==> src/design/eth_tx_pkg.sv <==
`default_nettype none

package eth_tx_pkg;

    // Line framing.
    localparam int PREAMBLE_LEN = 7;
    localparam logic [7:0] PREAMBLE_BYTE = 8'h55;
    localparam logic [7:0] SFD_BYTE = 8'hD5;
    localparam int HDR_LEN = 42;       // MAC 14, IPv4 20, UDP 8.
    localparam int FCS_LEN = 4;
    localparam int IFG_LEN = 12;

    // Protocol fields.
    localparam logic [15:0] ETH_TYPE_IPV4 = 16'h0800;
    localparam logic [7:0] IP_VER_IHL = 8'h45;
    localparam logic [7:0] IP_PROTO_UDP = 8'h11;
    localparam logic [7:0] IP_TTL = 8'd64;
    localparam logic [15:0] IPV4_HDR_LEN = 16'd20;
    localparam logic [15:0] UDP_HDR_LEN = 16'd8;

    // CRC-32 polynomial 0x04C11DB7, bit-reversed for the LSB-first shift.
    localparam logic [31:0] CRC32_POLY_REFL = 32'hEDB8_8320;
    localparam logic [31:0] CRC32_INIT = 32'hFFFF_FFFF;

    localparam int FIFO_DEPTH = 64;
    localparam int MIN_DATA_LEN = 18;  // Keeps every frame at or above 64 bytes.

    typedef struct packed {
        logic [47:0] src_mac;
        logic [47:0] dst_mac;
        logic [31:0] src_ip;
        logic [31:0] dst_ip;
        logic [15:0] src_port;
        logic [15:0] dst_port;
        logic [15:0] data_len;
    } tx_cfg_t;

    typedef enum logic [3:0] {
        SRC_MAC_HI = 4'd0,
        SRC_MAC_LO = 4'd1,
        DST_MAC_HI = 4'd2,
        DST_MAC_LO = 4'd3,
        SRC_IP     = 4'd4,
        DST_IP     = 4'd5,
        PORTS      = 4'd6,
        DATA_LEN   = 4'd7
    } cfg_addr_e;

    typedef enum logic [2:0] {
        IDLE     = 3'd0,
        PREAMBLE = 3'd1,
        SFD      = 3'd2,
        HEADER   = 3'd3,
        PAYLOAD  = 3'd4,
        FCS      = 3'd5,
        GAP      = 3'd6
    } tx_state_e;

endpackage

`default_nettype wire

==> src/design/tx_config_regs.sv <==
`timescale 1ns/1ns
`default_nettype none

module tx_config_regs (
    input  logic                  clk,
    input  logic                  rst,
    input  logic                  cfg_we,
    input  eth_tx_pkg::cfg_addr_e cfg_addr,
    input  logic [31:0]           cfg_wdata,
    output eth_tx_pkg::tx_cfg_t   cfg
);
    import eth_tx_pkg::*;

    always_ff @(posedge clk or posedge rst) begin
        if (rst) begin
            cfg <= '0;
            cfg.data_len <= 16'(MIN_DATA_LEN);
        end else if (cfg_we) begin
            case (cfg_addr)
                // The upper MAC halves sit in the low 16 bits of the data word.
                SRC_MAC_HI: begin
                    cfg.src_mac[47:32] <= cfg_wdata[15:0];
                end
                SRC_MAC_LO: begin
                    cfg.src_mac[31:0] <= cfg_wdata;
                end
                DST_MAC_HI: begin
                    cfg.dst_mac[47:32] <= cfg_wdata[15:0];
                end
                DST_MAC_LO: begin
                    cfg.dst_mac[31:0] <= cfg_wdata;
                end
                SRC_IP: begin
                    cfg.src_ip <= cfg_wdata;
                end
                DST_IP: begin
                    cfg.dst_ip <= cfg_wdata;
                end
                PORTS: begin
                    cfg.src_port <= cfg_wdata[31:16];
                    cfg.dst_port <= cfg_wdata[15:0];
                end
                DATA_LEN: begin
                    cfg.data_len <= cfg_wdata[15:0];
                end
                default: begin
                end
            endcase
        end
    end

endmodule

`default_nettype wire

==> src/design/payload_fifo.sv <==
`timescale 1ns/1ns
`default_nettype none

module payload_fifo (
    input  logic       clk,
    input  logic       rst,
    input  logic       we,
    input  logic [7:0] wr_data,
    input  logic       re,
    output logic [7:0] rd_data,
    output logic [6:0] count,
    output logic       full
);
    import eth_tx_pkg::*;

    logic [7:0]                    mem [FIFO_DEPTH];
    logic [$clog2(FIFO_DEPTH)-1:0] wr_ptr;
    logic [$clog2(FIFO_DEPTH)-1:0] rd_ptr;
    logic                          wr_ok;
    logic                          rd_ok;

    assign full = (count == 7'(FIFO_DEPTH));
    assign wr_ok = we && !full;              // Writes into a full buffer are lost.
    assign rd_ok = re && (count != 7'd0);
    assign rd_data = mem[rd_ptr];            // Head byte is visible before the read.

    always_ff @(posedge clk) begin
        if (wr_ok) begin
            mem[wr_ptr] <= wr_data;
        end
    end

    // Pointers wrap on their own since the depth is a power of two.
    always_ff @(posedge clk or posedge rst) begin
        if (rst) begin
            wr_ptr <= '0;
            rd_ptr <= '0;
            count <= '0;
        end else begin
            if (wr_ok) begin
                wr_ptr <= wr_ptr + 1'b1;
            end
            if (rd_ok) begin
                rd_ptr <= rd_ptr + 1'b1;
            end
            case ({wr_ok, rd_ok})
                2'b10: count <= count + 7'd1;
                2'b01: count <= count - 7'd1;
                default: count <= count;
            endcase
        end
    end

endmodule

`default_nettype wire

==> src/design/crc32_gen.sv <==
`timescale 1ns/1ns
`default_nettype none

module crc32_gen (
    input  logic        clk,
    input  logic        rst,
    input  logic        clr,
    input  logic        en,
    input  logic [7:0]  din,
    output logic [31:0] crc
);
    import eth_tx_pkg::*;

    logic [31:0] crc_next;

    // Ethernet sends each byte LSB first, so the register shifts right.
    always_comb begin
        crc_next = crc;
        for (int i = 0; i < 8; i++) begin
            if (crc_next[0] ^ din[i]) begin
                crc_next = (crc_next >> 1) ^ CRC32_POLY_REFL;
            end else begin
                crc_next = crc_next >> 1;
            end
        end
    end

    always_ff @(posedge clk or posedge rst) begin
        if (rst) begin
            crc <= CRC32_INIT;
        end else if (clr) begin
            crc <= CRC32_INIT;
        end else if (en) begin
            crc <= crc_next;
        end
    end

    // The sequencer inverts the register when it sends the FCS.

endmodule

`default_nettype wire

==> src/design/header_gen.sv <==
`timescale 1ns/1ns
`default_nettype none

module header_gen (
    input  logic                clk,
    input  logic                rst,
    input  eth_tx_pkg::tx_cfg_t cfg,
    input  logic                frame_start,
    input  logic [5:0]          hdr_idx,
    output logic [7:0]          hdr_byte
);
    import eth_tx_pkg::*;

    tx_cfg_t                 cfg_q;
    logic [15:0]             ident_cnt;
    logic [15:0]             ident_q;
    logic [15:0]             ip_len;
    logic [15:0]             ip_len_q;
    logic [15:0]             udp_len_q;
    logic [15:0]             csum_q;
    logic [19:0]             csum_sum;
    logic [16:0]             csum_fold;
    logic [15:0]             csum;
    logic [0:HDR_LEN-1][7:0] hdr_bytes;

    assign ip_len = cfg.data_len + IPV4_HDR_LEN + UDP_HDR_LEN;

    // Flags/fragment and the checksum field itself are zero and drop out of the sum.
    always_comb begin
        csum_sum = 20'({IP_VER_IHL, 8'h00}) + 20'(ip_len) + 20'(ident_cnt)
                 + 20'({IP_TTL, IP_PROTO_UDP})
                 + 20'(cfg.src_ip[31:16]) + 20'(cfg.src_ip[15:0])
                 + 20'(cfg.dst_ip[31:16]) + 20'(cfg.dst_ip[15:0]);
        csum_fold = 17'(csum_sum[15:0]) + 17'(csum_sum[19:16]);
        csum = ~(csum_fold[15:0] + 16'(csum_fold[16]));
    end

    always_ff @(posedge clk or posedge rst) begin
        if (rst) begin
            ident_cnt <= '0;
        end else if (frame_start) begin
            ident_cnt <= ident_cnt + 16'd1;
        end
    end

    // Everything the header shows is frozen for the length of the frame.
    always_ff @(posedge clk) begin
        if (frame_start) begin
            cfg_q <= cfg;
            ident_q <= ident_cnt;
            ip_len_q <= ip_len;
            udp_len_q <= cfg.data_len + UDP_HDR_LEN;
            csum_q <= csum;
        end
    end

    assign hdr_bytes = {
        cfg_q.dst_mac, cfg_q.src_mac, ETH_TYPE_IPV4,
        IP_VER_IHL, 8'h00, ip_len_q, ident_q,
        16'h0000, IP_TTL, IP_PROTO_UDP, csum_q,
        cfg_q.src_ip, cfg_q.dst_ip,
        cfg_q.src_port, cfg_q.dst_port, udp_len_q,
        16'h0000                                    // UDP checksum is not used.
    };

    assign hdr_byte = (hdr_idx < 6'(HDR_LEN)) ? hdr_bytes[hdr_idx] : 8'h00;

endmodule

`default_nettype wire

==> src/design/frame_tx.sv <==
`timescale 1ns/1ns
`default_nettype none

module frame_tx (
    input  logic                clk,
    input  logic                rst,
    input  logic                start,
    input  eth_tx_pkg::tx_cfg_t cfg,
    input  logic [6:0]          fifo_count,
    input  logic [7:0]          fifo_data,
    output logic                fifo_re,
    input  logic [7:0]          hdr_byte,
    output logic [5:0]          hdr_idx,
    output logic                frame_start,
    input  logic [31:0]         crc,
    output logic                crc_clr,
    output logic                crc_en,
    output logic [7:0]          crc_din,
    output logic [7:0]          eth_txd,
    output logic                eth_txen,
    output logic                done,
    output logic                busy
);
    import eth_tx_pkg::*;

    tx_state_e   state;
    tx_state_e   next_state;
    logic [15:0] cnt;
    logic [15:0] len_q;
    logic        last;
    logic        start_ok;
    logic [31:0] fcs;
    logic [7:0]  tx_byte;

    // A frame only starts once the whole payload is already buffered.
    assign start_ok = (state == IDLE) && start && ({9'd0, fifo_count} >= cfg.data_len);

    always_comb begin
        next_state = state;
        last = 1'b0;
        case (state)
            IDLE: if (start_ok) next_state = PREAMBLE;
            PREAMBLE: last = (cnt == 16'(PREAMBLE_LEN - 1));
            SFD: last = 1'b1;
            HEADER: last = (cnt == 16'(HDR_LEN - 1));
            PAYLOAD: last = (cnt == len_q - 16'd1);
            FCS: last = (cnt == 16'(FCS_LEN - 1));
            GAP: last = (cnt == 16'(IFG_LEN - 1));
            default: next_state = IDLE;
        endcase
        if (last) begin
            next_state = (state == GAP) ? IDLE : tx_state_e'(state + 3'd1);
        end
    end

    always_ff @(posedge clk or posedge rst) begin
        if (rst) begin
            state <= IDLE;
            cnt <= '0;
            len_q <= 16'(MIN_DATA_LEN);
        end else begin
            state <= next_state;
            if (state == IDLE || last) begin
                cnt <= '0;
            end else begin
                cnt <= cnt + 16'd1;
            end
            if (start_ok) begin
                len_q <= cfg.data_len;
            end
        end
    end

    assign fcs = ~crc;

    always_comb begin
        case (state)
            PREAMBLE: tx_byte = PREAMBLE_BYTE;
            SFD: tx_byte = SFD_BYTE;
            HEADER: tx_byte = hdr_byte;
            PAYLOAD: tx_byte = fifo_data;
            FCS: tx_byte = fcs[{cnt[1:0], 3'b000} +: 8];  // Low byte goes first.
            default: tx_byte = 8'h00;
        endcase
    end

    assign eth_txd = tx_byte;
    assign eth_txen = (state != IDLE) && (state != GAP);
    assign done = (state == GAP) && (cnt == 16'd0);
    assign busy = (state != IDLE);

    assign hdr_idx = cnt[5:0];
    assign frame_start = start_ok;
    assign fifo_re = (state == PAYLOAD);

    // FCS covers header and payload only.
    assign crc_clr = start_ok;
    assign crc_en = (state == HEADER) || (state == PAYLOAD);
    assign crc_din = tx_byte;

endmodule

`default_nettype wire

==> src/design/eth_tx_top.sv <==
`timescale 1ns/1ns
`default_nettype none

module eth_tx_top (
    input  logic                  clk,
    input  logic                  rst,
    input  logic                  cfg_we,
    input  eth_tx_pkg::cfg_addr_e cfg_addr,
    input  logic [31:0]           cfg_wdata,
    input  logic                  payload_we,
    input  logic [7:0]            payload_data,
    input  logic                  start,
    output logic [7:0]            eth_txd,
    output logic                  eth_txen,
    output logic                  done,
    output logic                  busy
);
    import eth_tx_pkg::*;

    tx_cfg_t     cfg;
    logic        fifo_re;
    logic [7:0]  fifo_data;
    logic [6:0]  fifo_count;
    logic [5:0]  hdr_idx;
    logic [7:0]  hdr_byte;
    logic        frame_start;
    logic        crc_clr;
    logic        crc_en;
    logic [7:0]  crc_din;
    logic [31:0] crc;

    tx_config_regs u_regs (
        .clk, .rst, .cfg_we, .cfg_addr, .cfg_wdata, .cfg
    );

    // The full flag is not needed here since the FIFO drops overflow writes itself.
    payload_fifo u_fifo (
        .clk, .rst, .we(payload_we), .wr_data(payload_data), .re(fifo_re),
        .rd_data(fifo_data), .count(fifo_count), .full()
    );

    header_gen u_hdr (
        .clk, .rst, .cfg, .frame_start, .hdr_idx, .hdr_byte
    );

    crc32_gen u_crc (
        .clk, .rst, .clr(crc_clr), .en(crc_en), .din(crc_din), .crc
    );

    frame_tx u_frame (
        .clk, .rst, .start, .cfg, .fifo_count, .fifo_data, .fifo_re,
        .hdr_byte, .hdr_idx, .frame_start, .crc, .crc_clr, .crc_en, .crc_din,
        .eth_txd, .eth_txen, .done, .busy
    );

endmodule

`default_nettype wire

==> config.mk <==
export PLATFORM = sky130hd
export DESIGN_NAME = eth_tx_top
export DESIGN_NICKNAME = d
export VERILOG_FILES = /design/src/design/eth_tx_pkg.sv /design/src/design/tx_config_regs.sv /design/src/design/payload_fifo.sv /design/src/design/crc32_gen.sv /design/src/design/header_gen.sv /design/src/design/frame_tx.sv /design/src/design/eth_tx_top.sv
export SDC_FILE = /design/constraint.sdc
export NUM_CORES = 2
export LEC_CHECK = 0
export BUFFER_PORTS_ARGS = -buffer_cell sky130_fd_sc_hd__clkbuf_2
export CELL_PAD_IN_SITES_DETAIL_PLACEMENT = 1
export CELL_PAD_IN_SITES_GLOBAL_PLACEMENT = 2
export CORE_ASPECT_RATIO = 1.25
export CORE_MARGIN = 1.5
export CORE_UTILIZATION = 35
export DETAILED_ROUTE_END_ITERATION = 7
export GPL_TIMING_DRIVEN = 0
export PLACE_DENSITY_LB_ADDON = 0.1
export SLEW_MARGIN = 10
export SYNTH_ARGS = -nofsm -noshare
export SYNTH_HDL_FRONTEND = slang
export SYNTH_SLANG_ARGS = --single-unit
export TNS_END_PERCENT = 100
==> constraint.sdc <==
create_clock -name clk -period 14.1 [get_ports clk]
set_input_delay 2.82 -clock clk [delete_from_list [all_inputs] [get_ports clk]]
set_output_delay 2.82 -clock clk [all_outputs]
set_load 0.05 [all_outputs]
* Word-level counts from Yosys, hierarchy flattened
Memories as Yosys holds them, arrays and structs flattened.
Cells that the tools add are included.
W data, S select, Z words.
** Storage, ports and cells
- RAM bits :: 512
- Input bits :: 49
- Word-level logic and storage cells :: 145
- Memories kept :: 1
- Register bits :: 566
- Memory bits (read-only) :: 0
- Latch bits :: 0
** Cells by class
- Reductions and logical operators :: 26
- Eq/ne operators :: 24
- $add $sub $neg :: 20
- Div/mod/pow operators :: 0
- Multiplexer cells :: 24
- Bitwise gates (word level) :: 19
- $lt $le $gt $ge :: 3
- Shifts and indexed selects :: 1
- Multipliers :: 0
** Memories
- u_fifo.mem :: depth 64, bits a word 8, rd ports 1, clocked after memory_dff 0, wr ports 1, RTL line payload_fifo.sv:16 : logic [7:0] mem [FIFO_DEPTH];
** Operators with widths (number)
- $mux W32 :: 10
- $not A13 Y14 :: 8
- $add A20 B16 Y20 :: 5
- $bmux W8 S6 :: 1
- $pmux W8 S5 :: 1
- $add A16 B1 Y16 const B :: 2
- $add A16 B4 Y16 const B :: 2
- $not A32 Y32 :: 1
- $shiftx A32 B6 Y8 :: 1
- $mux W8 :: 3
- $add A20 B15 Y20 const B :: 1
- $reduce_and A2 Y1 :: 9
- $add A15 B16 Y17 const A :: 1
- $add A16 B4 Y17 :: 1
- $add A16 B1 Y16 :: 1
- $add A16 B5 Y16 const B :: 1
- $eq A16 B16 Y1 :: 1
- $eq A16 B2 Y1 const B :: 1
- $eq A16 B3 Y1 const B :: 1
- $eq A16 B4 Y1 const B :: 1
- $eq A16 B6 Y1 const B :: 1
- $eq A4 B3 Y1 const B :: 4
- $ge A7 B16 Y1 :: 1
- $logic_not A16 Y1 :: 1
- 36 further kinds :: 58

* Longest topological paths before layout
- Depth in word-level cells :: 24
- Gate-level depth with buffers :: 44

* Modules after synthesis
Synthesis repeated with hierarchy kept, for this count alone.
** Second synthesis, totals
- Cells, all modules :: 3014
- Area, all modules :: 48373.9 um^2
** By module, submodules not included
- payload_fifo :: cells an instance 1010, area each 20778.7 um^2, times used 1
- header_gen :: cells an instance 991, area each 14357.5 um^2, times used 1
- tx_config_regs :: cells an instance 451, area each 8002.7 um^2, times used 1
- frame_tx :: cells an instance 367, area each 3124.2 um^2, times used 1
- crc32_gen :: cells an instance 195, area each 2110.8 um^2, times used 1

* Worst setup path before layout
OpenSTA, ideal clock, no wires.
- Kind :: input-to-reg
- Start :: input start
- End :: register u_hdr.cfg_q[100] (netlist name), enable pin
- Setup time :: 0.873 ns
- Stages on the path :: 3
- Arrival time :: 13.819 ns
- Buffers on the path :: 0
- Setup slack :: -0.593 ns
- Path through :: nor4b_1 -> nand4_1 -> nor2_1
** On the way
- Longest elaborated chain between the ends :: 2
** RTL lines
- start: declaration :: RTL line eth_tx_top.sv:12 : input logic start,
- $logic_and A1 B1 Y1 (2 in a row) :: RTL line frame_tx.sv:36 : assign start_ok = (state == IDLE) && start && ({9'd0, fifo_count} >= cfg.data_len);
- named net crc_clr :: RTL line eth_tx_top.sv:27 : logic crc_clr;
- end signal: assignment :: RTL line header_gen.sv:49 : cfg_q <= cfg;
- end: declaration :: RTL line header_gen.sv:14 : tx_cfg_t cfg_q;
The timed path passes the listed nets, and every way through them passes these cells.
A chain may end at the register's enable or synchronous reset.

* Worst setup path after layout
- Start :: register, netlist name u_regs.cfg[4]
- End :: register u_hdr.csum_q[15], data pin
** On the way
- Longest elaborated chain between the ends :: 12
** RTL lines
- $add A16 B5 Y16 :: RTL line header_gen.sv:26 : assign ip_len = cfg.data_len + IPV4_HDR_LEN + UDP_HDR_LEN;
- $add A16 B4 Y16 :: RTL line header_gen.sv:26
- $add A15 B16 Y17 :: RTL line header_gen.sv:30 : csum_sum = 20'({IP_VER_IHL, 8'h00}) + 20'(ip_len) + 20'(ident_cnt)
- $add A20 B16 Y20 :: RTL line header_gen.sv:30
- $add A20 B15 Y20 :: RTL line header_gen.sv:31 : + 20'({IP_TTL, IP_PROTO_UDP})
- $add A20 B16 Y20 (2 in a row) :: RTL line header_gen.sv:32 : + 20'(cfg.src_ip[31:16]) + 20'(cfg.src_ip[15:0])
- $add A20 B16 Y20 (2 in a row) :: RTL line header_gen.sv:33 : + 20'(cfg.dst_ip[31:16]) + 20'(cfg.dst_ip[15:0]);
- $add A16 B4 Y17 :: RTL line header_gen.sv:34 : csum_fold = 17'(csum_sum[15:0]) + 17'(csum_sum[19:16]);
- $add A16 B1 Y16 :: RTL line header_gen.sv:35 : csum = ~(csum_fold[15:0] + 16'(csum_fold[16]));
- $not A16 Y16 :: RTL line header_gen.sv:35
- named net u_hdr.csum[15] :: RTL line header_gen.sv:23 : logic [15:0] csum;
- end signal: assignment :: RTL line header_gen.sv:53 : csum_q <= csum;
- end: declaration :: RTL line header_gen.sv:20 : logic [15:0] csum_q;
The timed path passes the listed nets, and every way through them passes these cells.

==> results by group <==
Outcome
  – Status: finished clean

Finish
  – Layout cells sized above 1: 0.234
  – Area of the multi-input gates: 0.0160 sq mm
  – Final #Nets: 3373
  – Reg area: 0.0308 sq mm
  – Fill cell count: 13500
  – Area Growth Syn to Fin: 14.2%
  – Non-Filler Instances: 5053
  – N_diodes: 0

Synth
  – Syn nets: 3184
  – Ys flop type: edfxtp_1
  – Post-synthesis sequential element count: 1076
  – Unique masters post-synth: 94
  – Synth Area in Compound Gates: 0.0427
  – Largest family of logic cells by synthesized area: multiplexers
  – Async set-reset flop share out of synthesis: 0.288
  – Post-synthesis sequential area ratio: 0.641
  – Post-Syn Area per Cell: 16.0 sq um
  – Synth Area in Simple Gates: 0.0545
  – Synth Area in Adders: 0.0442
  – Yosys Warn Count: 0
  – Post-synth EDFFs: 766
  – Post-Synth XOR/XNOR Area: 0.0431
  – Mapped cell area: 0.0481 sq mm
  – Mux cell area share after synthesis: 0.147
  – Cells after synthesis: 3003

Detailed routing
  – Drt first pass iters: 5
  – Routed WL: 161000 um
  – WL/cell: 31.8 um
  – Vias: 26900
  – Post-route ant nets: 0
  – Vias/cell: 5.32
  – Residual DRC: 0
  – Initial DRC count: 1636

Global routing
  – GRT overflow: 0
  – Busiest grt layer: met2
  – Initial antenna violation count: 5
  – Met2 Track Usage GR: 0.445
  – Global-route wire length before repair: 227000 um
  – GRT Util Overall: 0.232
  – Global-route met1 utilization: 0.253
  – Via count of the first global-routing pass: 29700
  – Largest net degree at the start of global routing: 97
  – Met3 Resource Use GR: 0.0291

Floorplanning
  – Rows: 151
  – Core ar.: 0.136 sq mm
  – Chip Height: 417 um
  – Die Wd: 334 um
  – # IOs: 60
  – Starting Density: 0.354
  – Die Area: 0.140 sq mm

Timing
  – Slew Viols, Final: 0
  – Post-layout min period: 11.41 ns
  – Period utilisation layout: 0.809
  – Clk_skew: 0.0634 ns
  – Slew @ Worst Pin: 1.28 ns
  – Final setup fails: 0
  – RSZ-0062 raised after global routing: no
  – Max-slew headroom: 0.135
  – Achievable Freq: 87.6 MHz
  – Setup TNS: 0 ns
  – Hold Vio Cnt, Final: 0

Setup path
  – Worst path most repeated cell: ha_1
  – Crit end category: flip-flop
  – Crit-path max cell delay: 0.63 ns
  – CP Max Fanout: 7
  – Critical Path Source Type: flip-flop
  – WS Path Type: flip-flop to flip-flop
  – Worst EP arrival: 11.84 ns
  – Top delay family on crit path: simple AND/OR/NAND/NOR gates
  – Slowest-stage cell, CP: dfstp_2
  – Worst path bufs/invs: 5
  – Crit path required time: 14.53 ns

Pwr
  – Net Sw Frac: 0.367
  – Sw Pwr: 4.34 mW
  – Combinational power share: 0.400
  – Flop pwr share: 0.333
  – Pwr per Cell Area: 216 mW/mm^2
  – Worst vdd ir: 0.000314 V
  – Pleak: 19.6 nW
  – Clock power frac: 0.267
  – Int Pwr: 7.50 mW

Clock network
  – H-Tree Depth: 3
  – Worst-skew pair later-pin latency: 0.75 ns
  – Reg clk slew, reported paths: 0.07 ns
  – CTS Buf Count: 114
  – Clock Tree Buf Depth: 3
  – CTS tree: yes
  – CTS Hold Bufs: 0
  – Root buffer cell: clkbuf_16
  – Post-CTS setup buffer count: 0
  – Clk sink count: 1076
  – CTS resizes: 0

Flow run
  – Max_cap viols: 0

Placed design
  – DPL Wire Length: 117000 um
  – Gp weighted congestion: 0.867
  – Placed instance count: 4835
  – IO buf count: 58

Worst hold path
  – Hold crit path type: flip-flop to flip-flop
power by group through the flow:
| stage | Combinational, mW | Clock, mW | Sequential (mW) |
|---|---|---|---|
| after CTS | 4.85 | 3.23 | 3.95 |
| after global placement | 4.69 | 0 | 4.00 |
| final | 4.73 | 3.16 | 3.94 |
| after global routing | 5.33 | 3.33 | 3.97 |
| after floorplan | 3.46 | 0 | 3.95 |
| after detailed placement | 4.80 | 0 | 4.01 |
final cells by class:
| cell class | instances | area share |
|---|---|---|
| Sequential cell | 1076 | 0.561 |
| Multi-Input combinational cell | 1646 | 0.291 |
| Clock buffer | 150 | 0.0566 |
| Tap cell | 1759 | 0.0401 |
| Clock inverter | 68 | 0.0153 |
| Buffer | 143 | 0.0143 |
| Timing Repair Buffer | 73 | 0.0118 |
| Inverter | 138 | 0.00957 |
cells in the mapped netlist, drive strengths merged (21+ instances only):
| cell | count | area [sq um] |
|---|---|---|
| edfxtp | 766 | 23000 |
| dfrtp | 274 | 6860 |
| mux2 | 206 | 2320 |
| nor2 | 174 | 653 |
| mux4 | 171 | 3860 |
| inv | 138 | 518 |
| nand2 | 138 | 518 |
| xnor2 | 129 | 1280 |
| mux2i | 90 | 901 |
| xor2 | 82 | 797 |
| o21ai | 74 | 370 |
| buf | 72 | 518 |
| clkbuf | 71 | 267 |
| ha | 69 | 863 |
| fa | 63 | 1260 |
| a21oi | 47 | 239 |
| dfstp | 36 | 946 |
| nand3 | 36 | 180 |
| nor3 | 26 | 151 |
| o22ai | 21 | 131 |
flip-flops by register name, summed over array words and instances (netlist names):
register / count
u_crc.crc: 32
u_fifo.count: 7
u_fifo.mem: 512
u_fifo.rd_ptr: 6
u_fifo.wr_ptr: 6
u_frame.cnt: 16
u_frame.len_q: 16
u_frame.state: 3
u_hdr.cfg_q: 192
u_hdr.csum_q: 16
u_hdr.ident_cnt: 16
u_hdr.ident_q: 16
u_hdr.ip_len_q: 14
u_hdr.udp_len_q: 16
u_regs.cfg: 208
kinds of logic after synthesis:
kind of cell / count (synthesis)
adder cells (fa/ha/maj): 132
multiplexers: 467
AND/OR/NAND/NOR: 533
AO/OA/AOI/OAI: 303
buffers and inverters: 281
XOR/XNOR: 211
flip-flops: 1076
worst reg2reg max path, delay by kind of cell, from the launching register on:
kind	cells	cell delay, ns
compound gates	8	2.17
xor+xnor	4	0.83
fa+ha+maj	9	3.27
buf+inv	5	0.69
flops	1	0.63
simple gates	17	3.50
stage by stage:
step	hold WS (ns)	total power, mW	area (sq um)	util	worst slack, ns
3_3_place_gp	0.424	8.68	50500	0.372	-2.38
4_1_cts	0.442	12.0	54900	0.404	2.69
5_1_grt	0.448	12.6	54900	0.404	1.85
6_report	0.435	11.8	54900	0.404	2.69
2_1_floorplan	0.419	7.41	48100	-	2.77
3_5_place_dp	0.430	8.81	50900	0.375	2.83
routing by layer:
layer	part of all wire	wire length, um
met1	0.37	58700
met2	0.56	89500
met3	0.033	5320
met4	0.044	7060
met5	0.00012	19
layout by cell type (no fill, tap or decap), types with 14 or more instances in the layout:
cell type and n:
nor3_1 23, and3_1 15, edfxtp_1 766, a21o_1 20, mux2i_1 90, dfrtp_1 274
and2_1 15, nand4_1 17, clkbuf_1 96, o21ai_0 70, a22oi_1 20, nor4_1 18
xnor2_1 117, clkbuf_16 115, a21oi_1 46, clkinv_1 14, nor2_1 173, o22ai_1 21
buf_2 29, xor2_1 76, ha_1 69, buf_1 14, mux4_2 169, clkinv_2 19
nand3_1 36, o211ai_1 19, mux2_2 204, clkbuf_2 50, fa_1 63, dfstp_2 36
a211oi_1 14, nor2b_1 18, nand2_1 138, inv_1 136
final timing paths:
path / from / to / slack [ns] / cells after the start
max: u_regs.cfg[4] / u_hdr.csum_q[15] / 2.69 / 43
min in group asynchronous: rst / u_regs.cfg[90] / 2.19 / 2
max in group asynchronous: rst / u_crc.crc[16] / 10.18 / 5
max reg2reg: u_regs.cfg[4] / u_hdr.csum_q[15] / 2.69 / 43
min: u_regs.cfg[68] / u_hdr.cfg_q[68] / 0.44 / 0
min reg2reg: u_regs.cfg[68] / u_hdr.cfg_q[68] / 0.44 / 0
Power figures use the tool's default switching activity.
